--- config.mk ---
export PLATFORM = sky130hd
export DESIGN_NAME = rv_decode_stage
export DESIGN_NICKNAME = d
export VERILOG_FILES = /design/src/rv_pkg.sv /design/src/rv_ctrl_decoder.sv /design/src/rv_reg_file.sv /design/src/id_ex_reg.sv /design/src/rv_decode_stage.sv
export SDC_FILE = /design/constraint.sdc
export NUM_CORES = 2
export LEC_CHECK = 0
export ABC_AREA = 1
export ABC_CLOCK_PERIOD_IN_PS = 5300
export BUFFER_PORTS_ARGS = -buffer_cell sky130_fd_sc_hd__buf_2
export CAP_MARGIN = 15
export CORE_ASPECT_RATIO = 0.5
export CORE_MARGIN = 2
export CORE_UTILIZATION = 40
export DETAILED_ROUTE_END_ITERATION = 10
export MAX_ROUTING_LAYER = met4
export PLACE_DENSITY = 0.64
export SLEW_MARGIN = 20
export SYNTH_ARGS = -nofsm -noshare
export SYNTH_HDL_FRONTEND = slang
export SYNTH_HIERARCHICAL = 1
export SYNTH_SLANG_ARGS = --single-unit
--- constraint.sdc ---
create_clock -name clk -period 5.3 [get_ports clk]
set_clock_uncertainty 0.2 [all_clocks]
set_input_delay 1.06 -clock clk [delete_from_list [all_inputs] [get_ports clk]]
set_output_delay 1.06 -clock clk [all_outputs]
set_load 0.01 [all_outputs]
--- src/rv_pkg.sv ---
//--------------------------------------------------------------------------
// Shared widths, types and encodings for the RV32I decode stage.
// Import inside module bodies; use rv_pkg:: names in port lists.
//--------------------------------------------------------------------------

package rv_pkg;

    // Fixed RV32I widths
    localparam int XLEN       = 32;             // Data and address width
    localparam int REG_ADDR_W = 5;              // Register index width
    localparam int NUM_REGS   = 2**REG_ADDR_W;  // x0..x31
    localparam int OPC_W      = 7;              // Major opcode field
    localparam int FUNCT3_W   = 3;
    localparam int ALU_OP_W   = 4;

    typedef logic [XLEN-1:0]       word_t;      // Data, immediate or control word
    typedef logic [REG_ADDR_W-1:0] reg_addr_t;  // Register index
    typedef logic [XLEN-1:0]       instr_t;     // Raw instruction word

    // Sequential PC step, no compressed instructions
    localparam word_t PC_INC = 32'd4;

    // RV32I major opcodes, instr[6:0]
    localparam logic [OPC_W-1:0] OPC_LUI    = 7'b0110111;
    localparam logic [OPC_W-1:0] OPC_AUIPC  = 7'b0010111;
    localparam logic [OPC_W-1:0] OPC_JAL    = 7'b1101111;
    localparam logic [OPC_W-1:0] OPC_JALR   = 7'b1100111;
    localparam logic [OPC_W-1:0] OPC_BRANCH = 7'b1100011;
    localparam logic [OPC_W-1:0] OPC_LOAD   = 7'b0000011;
    localparam logic [OPC_W-1:0] OPC_STORE  = 7'b0100011;
    localparam logic [OPC_W-1:0] OPC_OPIMM  = 7'b0010011;
    localparam logic [OPC_W-1:0] OPC_OP     = 7'b0110011;

    // Control word bit positions
    localparam int CTL_REG_WRITE   = 0;   // Writeback to rd
    localparam int CTL_MEM_READ    = 1;   // Data memory load
    localparam int CTL_MEM_WRITE   = 2;   // Data memory store
    localparam int CTL_MEM_TO_REG  = 3;   // Writeback from memory
    localparam int CTL_ALU_SRC_IMM = 4;   // ALU B operand is imm
    localparam int CTL_ALU_SRC_PC  = 5;   // ALU A operand is PC
    localparam int CTL_BRANCH      = 6;
    localparam int CTL_JUMP        = 7;
    localparam int CTL_ALU_OP_LSB  = 8;   // 4-bit ALU op field
    localparam int CTL_ALU_OP_MSB  = 11;
    localparam int CTL_FUNCT3_LSB  = 12;  // funct3 copy, bits 12..14
    // Bits 15..31 stay zero

    // ALU operation codes, MSB mirrors funct7[5] where it matters
    localparam logic [ALU_OP_W-1:0] ALU_ADD    = 4'b0000;
    localparam logic [ALU_OP_W-1:0] ALU_SLL    = 4'b0001;
    localparam logic [ALU_OP_W-1:0] ALU_SLT    = 4'b0010;
    localparam logic [ALU_OP_W-1:0] ALU_SLTU   = 4'b0011;
    localparam logic [ALU_OP_W-1:0] ALU_XOR    = 4'b0100;
    localparam logic [ALU_OP_W-1:0] ALU_SRL    = 4'b0101;
    localparam logic [ALU_OP_W-1:0] ALU_OR     = 4'b0110;
    localparam logic [ALU_OP_W-1:0] ALU_AND    = 4'b0111;
    localparam logic [ALU_OP_W-1:0] ALU_SUB    = 4'b1000;
    localparam logic [ALU_OP_W-1:0] ALU_SRA    = 4'b1101;
    localparam logic [ALU_OP_W-1:0] ALU_PASS_B = 4'b1111;  // LUI, result = imm

endpackage

--- src/rv_ctrl_decoder.sv ---
//--------------------------------------------------------------------------
// Combinational RV32I control decoder. Maps one instruction word to the
// 32-bit control word and the sign-extended immediate for the ID/EX stage.
// Unknown opcodes give an all-zero control word and immediate (bubble).
//--------------------------------------------------------------------------

module rv_ctrl_decoder (
    input  rv_pkg::instr_t i_instr,  // Instruction from IF/ID
    output rv_pkg::word_t  o_ctrl,   // Control word
    output rv_pkg::word_t  o_imm     // Sign-extended immediate
);

    import rv_pkg::*;

    logic [OPC_W-1:0]    opcode;
    logic [FUNCT3_W-1:0] funct3;
    logic                funct7_b30;  // SUB / SRA select
    logic [ALU_OP_W-1:0] alu_op;
    word_t               ctrl;
    word_t               imm;

    assign opcode     = i_instr[6:0];
    assign funct3     = i_instr[14:12];
    assign funct7_b30 = i_instr[30];

    // ALU op for OP and OP-IMM, from funct3 and funct7[5]
    function automatic logic [ALU_OP_W-1:0] arith_op(
        input logic [FUNCT3_W-1:0] f3,
        input logic                b30,
        input logic                is_reg  // R-type, b30 also picks SUB
    );
        logic [ALU_OP_W-1:0] op;
        case (f3)
            3'b000:  op = (is_reg && b30) ? ALU_SUB : ALU_ADD;  // No SUBI
            3'b001:  op = ALU_SLL;
            3'b010:  op = ALU_SLT;
            3'b011:  op = ALU_SLTU;
            3'b100:  op = ALU_XOR;
            3'b101:  op = b30 ? ALU_SRA : ALU_SRL;  // Same bit for SRAI
            3'b110:  op = ALU_OR;
            default: op = ALU_AND;
        endcase
        return op;
    endfunction

    // Control bits and ALU op per opcode class
    always_comb begin
        ctrl   = '0;           // Bubble unless a known opcode matches
        alu_op = ALU_ADD;
        case (opcode)
            OPC_LUI: begin
                ctrl[CTL_REG_WRITE]   = 1'b1;
                ctrl[CTL_ALU_SRC_IMM] = 1'b1;
                alu_op                = ALU_PASS_B;
            end
            OPC_AUIPC: begin
                ctrl[CTL_REG_WRITE]   = 1'b1;
                ctrl[CTL_ALU_SRC_IMM] = 1'b1;
                ctrl[CTL_ALU_SRC_PC]  = 1'b1;  // PC + imm
            end
            OPC_JAL: begin
                ctrl[CTL_REG_WRITE]   = 1'b1;  // rd = PC+4
                ctrl[CTL_JUMP]        = 1'b1;
                ctrl[CTL_ALU_SRC_IMM] = 1'b1;
                ctrl[CTL_ALU_SRC_PC]  = 1'b1;  // Target PC + imm
            end
            OPC_JALR: begin
                ctrl[CTL_REG_WRITE]   = 1'b1;
                ctrl[CTL_JUMP]        = 1'b1;
                ctrl[CTL_ALU_SRC_IMM] = 1'b1;  // Target rs1 + imm
            end
            OPC_BRANCH: begin
                ctrl[CTL_BRANCH]      = 1'b1;
                alu_op                = ALU_SUB;  // Compare rs1 - rs2
            end
            OPC_LOAD: begin
                ctrl[CTL_REG_WRITE]   = 1'b1;
                ctrl[CTL_MEM_READ]    = 1'b1;
                ctrl[CTL_MEM_TO_REG]  = 1'b1;
                ctrl[CTL_ALU_SRC_IMM] = 1'b1;  // Address rs1 + imm
            end
            OPC_STORE: begin
                ctrl[CTL_MEM_WRITE]   = 1'b1;
                ctrl[CTL_ALU_SRC_IMM] = 1'b1;
            end
            OPC_OPIMM: begin
                ctrl[CTL_REG_WRITE]   = 1'b1;
                ctrl[CTL_ALU_SRC_IMM] = 1'b1;
                alu_op                = arith_op(funct3, funct7_b30, 1'b0);
            end
            OPC_OP: begin
                ctrl[CTL_REG_WRITE]   = 1'b1;
                alu_op                = arith_op(funct3, funct7_b30, 1'b1);
            end
            default: alu_op = ALU_ADD;  // Illegal, ctrl stays zero
        endcase

        // ALU op only placed for legal opcodes, keeps bubble all-zero
        if (ctrl != '0) begin
            ctrl[CTL_ALU_OP_MSB:CTL_ALU_OP_LSB] = alu_op;
        end
        // funct3 only for formats that have one, bits belong to imm in U/J
        if (opcode == OPC_JALR || opcode == OPC_BRANCH || opcode == OPC_LOAD ||
            opcode == OPC_STORE || opcode == OPC_OPIMM || opcode == OPC_OP) begin
            ctrl[CTL_FUNCT3_LSB +: FUNCT3_W] = funct3;
        end
    end

    // Immediate by format
    always_comb begin
        case (opcode)
            OPC_JALR, OPC_LOAD, OPC_OPIMM:            // I-type
                imm = {{20{i_instr[31]}}, i_instr[31:20]};
            OPC_STORE:                                // S-type
                imm = {{20{i_instr[31]}}, i_instr[31:25], i_instr[11:7]};
            OPC_BRANCH:                               // B-type, bit 0 zero
                imm = {{19{i_instr[31]}}, i_instr[31], i_instr[7],
                       i_instr[30:25], i_instr[11:8], 1'b0};
            OPC_LUI, OPC_AUIPC:                       // U-type
                imm = {i_instr[31:12], 12'b0};
            OPC_JAL:                                  // J-type
                imm = {{11{i_instr[31]}}, i_instr[31], i_instr[19:12],
                       i_instr[20], i_instr[30:21], 1'b0};
            default: imm = '0;                        // R-type and illegal
        endcase
    end

    assign o_ctrl = ctrl;
    assign o_imm  = imm;

endmodule

--- src/rv_reg_file.sv ---
//--------------------------------------------------------------------------
// RV32I integer register file. Two combinational read ports, one
// synchronous write port from writeback. x0 reads zero and a write in
// the same cycle is forwarded to the read ports.
//--------------------------------------------------------------------------

module rv_reg_file (
    input                     clk,
    input                     i_rst,       // Sync, active high
    input  rv_pkg::reg_addr_t i_rs1_addr,  // Read port 1 index
    input  rv_pkg::reg_addr_t i_rs2_addr,  // Read port 2 index
    input                     i_we,        // Writeback strobe
    input  rv_pkg::reg_addr_t i_wd_addr,   // Writeback destination
    input  rv_pkg::word_t     i_wd_data,   // Writeback value
    output rv_pkg::word_t     o_rs1_data,
    output rv_pkg::word_t     o_rs2_data
);

    import rv_pkg::*;

    word_t regs [1:NUM_REGS-1];  // x1..x31, no storage for x0
    logic  wr_valid;             // Real write, x0 excluded

    assign wr_valid = i_we && (i_wd_addr != '0);

    // Synchronous write, whole array cleared on reset
    always_ff @(posedge clk) begin
        if (i_rst) begin
            for (int i = 1; i < NUM_REGS; i++) begin
                regs[i] <= '0;
            end
        end else if (wr_valid) begin
            regs[i_wd_addr] <= i_wd_data;
        end
    end

    // One read port, x0 first, then bypass, then array
    function automatic word_t read_port(input reg_addr_t addr);
        word_t data;
        if (addr == '0) begin
            data = '0;
        end else if (wr_valid && (addr == i_wd_addr)) begin
            data = i_wd_data;  // Write first, read second
        end else begin
            data = regs[addr];
        end
        return data;
    endfunction

    always_comb begin
        o_rs1_data = read_port(i_rs1_addr);
        o_rs2_data = read_port(i_rs2_addr);
    end

endmodule

--- src/id_ex_reg.sv ---
//--------------------------------------------------------------------------
// ID/EX pipeline register. Loads the decoded fields when i_en is high,
// holds them when low (stall). Reset gives a zero control word (bubble).
//--------------------------------------------------------------------------

module id_ex_reg (
    input                  clk,
    input                  i_rst,       // Sync, active high
    input                  i_en,        // Advance, low = stall
    input  rv_pkg::word_t  i_ctrl,      // From decoder
    input  rv_pkg::word_t  i_rs1_data,  // From register file
    input  rv_pkg::word_t  i_rs2_data,
    input  rv_pkg::word_t  i_imm,
    input  rv_pkg::word_t  i_pc,        // PC of the decoded instruction
    input  rv_pkg::instr_t i_instr,
    output rv_pkg::word_t  o_ctrl,
    output rv_pkg::word_t  o_pc,
    output rv_pkg::word_t  o_pc_next,   // Latched PC + 4
    output rv_pkg::word_t  o_rs1_data,
    output rv_pkg::word_t  o_rs2_data,
    output rv_pkg::word_t  o_imm,
    output rv_pkg::instr_t o_instr
);

    import rv_pkg::*;

    word_t pc_next;  // Link address for JAL/JALR

    assign pc_next = i_pc + PC_INC;

    always_ff @(posedge clk) begin
        if (i_rst) begin
            o_ctrl     <= '0;
            o_pc       <= '0;
            o_pc_next  <= '0;
            o_rs1_data <= '0;
            o_rs2_data <= '0;
            o_imm      <= '0;
            o_instr    <= '0;
        end else if (i_en) begin
            o_ctrl     <= i_ctrl;
            o_pc       <= i_pc;
            o_pc_next  <= pc_next;
            o_rs1_data <= i_rs1_data;
            o_rs2_data <= i_rs2_data;
            o_imm      <= i_imm;
            o_instr    <= i_instr;
        end
        // i_en low keeps every field
    end

endmodule

--- src/rv_decode_stage.sv ---
//--------------------------------------------------------------------------
// RV32I instruction decode stage. Decoder and register file work in
// parallel on the IF/ID word, results land in the ID/EX register one
// cycle later. Writeback enters through the i_wb_* ports.
//--------------------------------------------------------------------------

module rv_decode_stage (
    input                  clk,
    input                  i_rst,       // Sync, active high
    input  rv_pkg::instr_t i_instr,     // From IF/ID
    input  rv_pkg::word_t  i_pc,        // PC of i_instr
    input                  i_en,        // Stage advance level
    input                  i_wb_we,     // Writeback strobe, one cycle
    input  rv_pkg::reg_addr_t i_wb_addr,
    input  rv_pkg::word_t  i_wb_data,
    output rv_pkg::word_t  o_ctrl,      // ID/EX outputs
    output rv_pkg::word_t  o_pc,
    output rv_pkg::word_t  o_pc_next,
    output rv_pkg::word_t  o_rs1_data,
    output rv_pkg::word_t  o_rs2_data,
    output rv_pkg::word_t  o_imm,
    output rv_pkg::instr_t o_instr
);

    import rv_pkg::*;

    word_t     dec_ctrl;                   // Decoder to ID/EX
    word_t     dec_imm;
    reg_addr_t rs1_addr;                   // Source register indices
    reg_addr_t rs2_addr;
    word_t     rs1_data;                   // Register file to ID/EX
    word_t     rs2_data;

    assign rs1_addr = i_instr[19:15];
    assign rs2_addr = i_instr[24:20];

    rv_ctrl_decoder u_decoder (
        .i_instr (i_instr),
        .o_ctrl  (dec_ctrl),
        .o_imm   (dec_imm)
    );

    rv_reg_file u_reg_file (
        .clk        (clk),
        .i_rst      (i_rst),
        .i_rs1_addr (rs1_addr),
        .i_rs2_addr (rs2_addr),
        .i_we       (i_wb_we),
        .i_wd_addr  (i_wb_addr),
        .i_wd_data  (i_wb_data),
        .o_rs1_data (rs1_data),
        .o_rs2_data (rs2_data)
    );

    id_ex_reg u_id_ex (
        .clk        (clk),
        .i_rst      (i_rst),
        .i_en       (i_en),
        .i_ctrl     (dec_ctrl),
        .i_rs1_data (rs1_data),
        .i_rs2_data (rs2_data),
        .i_imm      (dec_imm),
        .i_pc       (i_pc),
        .i_instr    (i_instr),
        .o_ctrl     (o_ctrl),
        .o_pc       (o_pc),
        .o_pc_next  (o_pc_next),
        .o_rs1_data (o_rs1_data),
        .o_rs2_data (o_rs2_data),
        .o_imm      (o_imm),
        .o_instr    (o_instr)
    );

endmodule

# [After elaboration in Yosys (flattened, before gate mapping)]
# Memories as Yosys holds them, arrays and structs flattened.
# Index checks and enable logic that the tools add are counted.
[word_totals] out_inout_bits=224 wordCells=73 ram_bits=992 in_bits=105 memories=1 register_bits=207
[memory_table] name="u_reg_file.regs" words=31 width=32 rd=2 rd_ports_with_merged_regs=0 wr=31 line="rv_reg_file.sv:21" text="word_t regs [1:NUM_REGS-1];"
[op_classes] n_reduce_logical=20 muxes=27 add_sub_neg=1 n_eq_ne=17
[op_table] cell="32-bit two-way mux" n=5
[op_table] cell="32-bit one-hot mux with 5 select lines" n=1
[op_table] cell="4-bit one-hot mux with 7 select lines" n=2
[op_table] cell="32-bit by 3-bit adder with 32-bit output (second input constant)" n=1
[op_table] cell="32-bit OR reduction" n=1
[op_table] cell="7-bit by 6-bit == test with 1-bit output (second input constant)" n=3
[op_table] cell="7-bit == test (second input constant)" n=3
[op_table] cell="4-bit one-hot mux with 4 select lines" n=1
[op_table] cell="7-bit by 5-bit == test with 1-bit output (second input constant)" n=2
[op_table] cell="7-bit OR reduction" n=2
[op_table] cell="1-bit two-way mux" n=13
[op_table] cell="4-bit two-way mux" n=3
[op_table] cell="5-bit == test" n=2
[op_table] cell="5-bit zero test" n=2
[op_table] cell="3-bit == test (second input constant)" n=3
[op_table] cell="8-bit nonzero test" n=1
[op_table] cell="7-bit by 2-bit == test with 1-bit output (second input constant)" n=1
[op_table] cell="3-bit by 2-bit == test with 1-bit output (second input constant)" n=2
[op_table] cell="2-bit OR reduction" n=3
[op_table] cell="1-bit logical OR" n=5
[op_table] cell="5-bit two-way mux" n=1
[op_table] cell="5-bit nonzero test" n=1
[op_table] cell="3-bit by 1-bit == test with 1-bit output (second input constant)" n=1
[op_table] cell="1-bit logical AND" n=3
[op_table] cell="3 further kinds" n=3

# [Depth between registers and ports, before layout]
[depth] ltp_word=7 ltp_mapped=15 mapped_depth_nobuf=13

# [By module]
# The synthesis kept the hierarchy.
[by_module_without_submodules] mod="rv_reg_file" seq_area_each_um2=30749.5 n_inst=1 area_per_inst_um2=58142.0 cells_each=7416
[by_module_without_submodules] mod="id_ex_reg" seq_area_each_um2=4444.3 n_inst=1 area_per_inst_um2=8548.2 cells_each=1164
[by_module_without_submodules] mod="rv_ctrl_decoder" seq_area_each_um2=0.0 n_inst=1 area_per_inst_um2=1022.2 cells_each=175

# [Worst setup path after synthesis]
# No wires, ideal clock.
[synth_timing] path_kind="in2reg" from="in i_wb_addr[4]" to="mem u_reg_file/regs[6][0] in the netlist's numbering, enable pin" path_buffers=2 path_slack_ns=1.806 setup_ns=0.478 t_arrival_ns=2.816 path_stages=10 path_cell_list="buf_2 -> inv_2 -> nand3_1 -> o21ai_1 -> nor2_1 -> nand3_1 -> inv_2 -> nand2_1 -> clkbuf_1 -> nand2_1"
[synth_lines] element="start: declaration" line="rv_decode_stage.sv:14" text="input rv_pkg::reg_addr_t i_wb_addr,"
[synth_lines] element="end: declaration" line="rv_reg_file.sv:21"

==> flow_summary.toml <==
[detailed_routing]
drt_iter0_markers = 10699
vias = 63567
drc = 0
drt_pass1_iterations = 9
wl_per_cell_um = 23.91
via_per_inst = 5.719
wirelength_mm = 265.8
postRouteAntennaNets = 0

[clocking]
cts_resized = 0
root_buffer = "clkbuf_16"
clkTransAtPathRegs_ns = 0.06
cts_buffers = 119
cts_buffer_depth = 3
postCtsSetupRepairBufs = 0
clk_latency_ns = 0.81
cts_sinks = 1246
cts_tree = "done"
ctsHoldBuffers = 0
htree_levels = 3

[place]
place_congestion = 0.9876
dpl_cell_area_um2 = 71520
portBuffers = 328
dp_slack_ns = 1.310
hpwl_mm = 163.4
dp_cells = 10878

[hold_path]
hold_path_end = "u_id_ex/o_pc_next[2]$_SDFFE_PP0P_"
min_path_type = "reg2reg"
worstHoldPathCells = 2
min_from = "u_id_ex/o_pc_next[2]$_SDFFE_PP0P_"

[critical_path]
required_ns = 5.51
worstSetupEndpointType = "register"
r2r_cells = 9
critPathMaxFanout = 19
crit_path_start_kind = "input port"
r2r_start = "u_reg_file/regs[12][3]$_SDFFCE_PN0P_"
critical_path_class = "in2reg"
cp.arrival_ns = 3.55
rr_endpoint = "u_id_ex/o_rs2_data[3]$_SDFFE_PP0P_"
r2r_slack_ns = 3.02

[yosys]
yosysSeqAreaShare = 0.5198
avgSynthCellArea_um2 = 7.734
synth_warnings = 6
synthCells = 8755
synth_top_area_frac = 0.4541
yosysTopAreaCell = "edfxtp_1"
synth_area_um2 = 67710
ys_ff_latch = 1246
synth_cell_types = 42
ys_top_cells_by_area = "edfxtp_1, nand2_1, nor2_1, nand3_1, dfxtp_1"

[grt]
grt_max_degree = 144
grt_usage = 0.3067
grt_pass1_vias = 57029
antenna_found_initial = 12
grt_pass1_wl_mm = 381.4
grt-ovfl-total = 0

[final_layout]
syn2layout_area_growth_pct = 11.63
final_cell_mix = "nand2_1, nor2_1, nand3_1, edfxtp_1, inv_1"
postLayoutCellArea_um2 = 75590
fin_cells = 11115
final_common_cell = "nand2_1"
drive_gt1_frac = 0.1009
fin_nets = 8837

[floorplanning]
die_x_um = 585.9
initial_core_util = 0.4039
coreArea_um2 = 167600
fp.dieH_um = 294.9
rows = 106
die_area_um2 = 172800
ios = 329

[sta]
hold_violations = 0
finalCritPeriodShare = 0.6295
tns_ns = 0
tightest_slew_ns = 1.175
worst_slack_ns = 1.964
rsz0062_at_grt = "no"
fmax_ghz = 0.2997
setup_viol = 0
drv_slew = 0
hold_slack_ns = 0.2620
slew_headroom = 0.2139
fin_crit_ns = 3.336

[power]
intPower_w = 0.01709
leakage_nw = 32.87
power_density_nw_per_um2 = 317.4
peakVddDrop_uv = 320.3
pwr-share-comb = 0.142
seqPwrFrac = 0.477
swShare = 0.2877
clkPwrFrac = 0.381
power.switching_w = 0.006902

[job]
cap_violations = 0

[run_status]
status = "finished clean"
-- worst max path at each step --
stage,from,end,slack [ns],cells after the start
4_1_cts,i_wb_addr[4],u_reg_file/regs[25][11]$_SDFFCE_PN0P_,2.09,10
2_1_floorplan,i_wb_addr[4],u_reg_file/regs[6][0]$_SDFFCE_PN0P_,1.81,10
3_3_place_gp,i_wb_addr[4],u_reg_file/regs[25][25]$_SDFFCE_PN0P_,1.30,10
6_report,i_wb_addr[1],u_reg_file/regs[25][11]$_SDFFCE_PN0P_,1.96,10
3_5_place_dp,i_wb_addr[3],u_reg_file/regs[25][12]$_SDFFCE_PN0P_,1.31,10
5_1_grt,i_instr[20],u_id_ex/o_rs2_data[19]$_SDFFE_PP0P_,1.80,14
-- kinds of logic (layout without fill, tap and decap cells) --
family / Yosys count / in the layout / synth area share
AOI/OAI and AO/OA: 1121 / 1121 / 0.09056
xor gates and xnor gates: 17 / 17 / 0.002199
other: 2 / 59 / 0.0001109
DFF: 1246 / 1246 / 0.5198
buffers and inverters: 1438 / 1473 / 0.08685
adders and majority gates: 1 / 1 / 0.0001848
and+or+nand+nor: 4930 / 4930 / 0.3003
-- registers in the layout (all words and copies together), names as in the netlist --
signal	flops
u_id_ex/o_pc_next	30
u_id_ex/o_ctrl	32
u_id_ex/o_pc	32
u_id_ex/o_instr	32
u_id_ex/o_rs1_data	32
u_id_ex/o_imm	32
u_id_ex/o_rs2_data	32
u_reg_file/regs	1024
-- cells in the mapped netlist, drive strengths merged --
library cell,number
a21boi,1
a21oi,299
and2,2
buf,367
clkbuf,370
clkinv,4
conb,2
dfxtp,222
edfxtp,1024
ha,1
inv,697
nand2,1923
nand3,1108
nand3b,1
nand4,9
nor2,1831
nor3,10
o211ai,202
o21ai,618
o31ai,1
or2,46
xnor2,7
xor2,10
-- power groups by stage --
| stage | Combinational (W) | Sequential, W | Clock (W) |
|---|---|---|---|
| 2_1_floorplan | 0.00192 | 0.0116 | 0 |
| 3_3_place_gp | 0.00323 | 0.0116 | 0 |
| 3_5_place_dp | 0.00325 | 0.0116 | 0 |
| 4_1_cts | 0.00327 | 0.0114 | 0.00919 |
| 5_1_grt | 0.00362 | 0.0115 | 0.00954 |
| 6_report | 0.00340 | 0.0115 | 0.00914 |
-- area by class of cell --
| type | instances | area (um^2) |
|---|---|---|
| clock inverter | 66 | 709.4 |
| fill | 16469 | 92050 |
| antenna | 10 | 25.02 |
| multi-input combinational | 6118 | 26910 |
| inverter | 701 | 2668 |
| tap | 2268 | 2838 |
| timing repair buffer | 545 | 3913 |
| clock buffer | 161 | 3331 |
| sequential | 1246 | 35190 |
-- worst max-delay path, stage by stage --
cell	delay [ns]
buf_2	0.17
inv_1	0.11
nand2_1	0.08
o21ai_1	0.19
nor2_1	0.38
nand3_1	0.14
inv_2	0.23
nand2_1	0.15
nand2_2	0.59
buf_4	0.42
-- layer usage --
layer / vias to the layer above / wire length [um] / share of wire / global-route usage
met4: 0 / 15230 / 0.057 / 0.1541
met5: - / 0 / 0 / -
met1: 29671 / 100900 / 0.38 / 0.4001
met3: 794 / 37420 / 0.14 / 0.08171
li1: 28493 / - / - / -
met2: 4609 / 112200 / 0.42 / 0.4386
-- through the flow --
step / util / power, W
CTS: 0.4507 / 0.02389
global route: 0.4509 / 0.02466
global placement: 0.4266 / 0.01487
detailed placement: 0.4266 / 0.01490
finish: 0.4509 / 0.02399
floorplan: - / 0.01351
(Power assumes the default switching activity.)
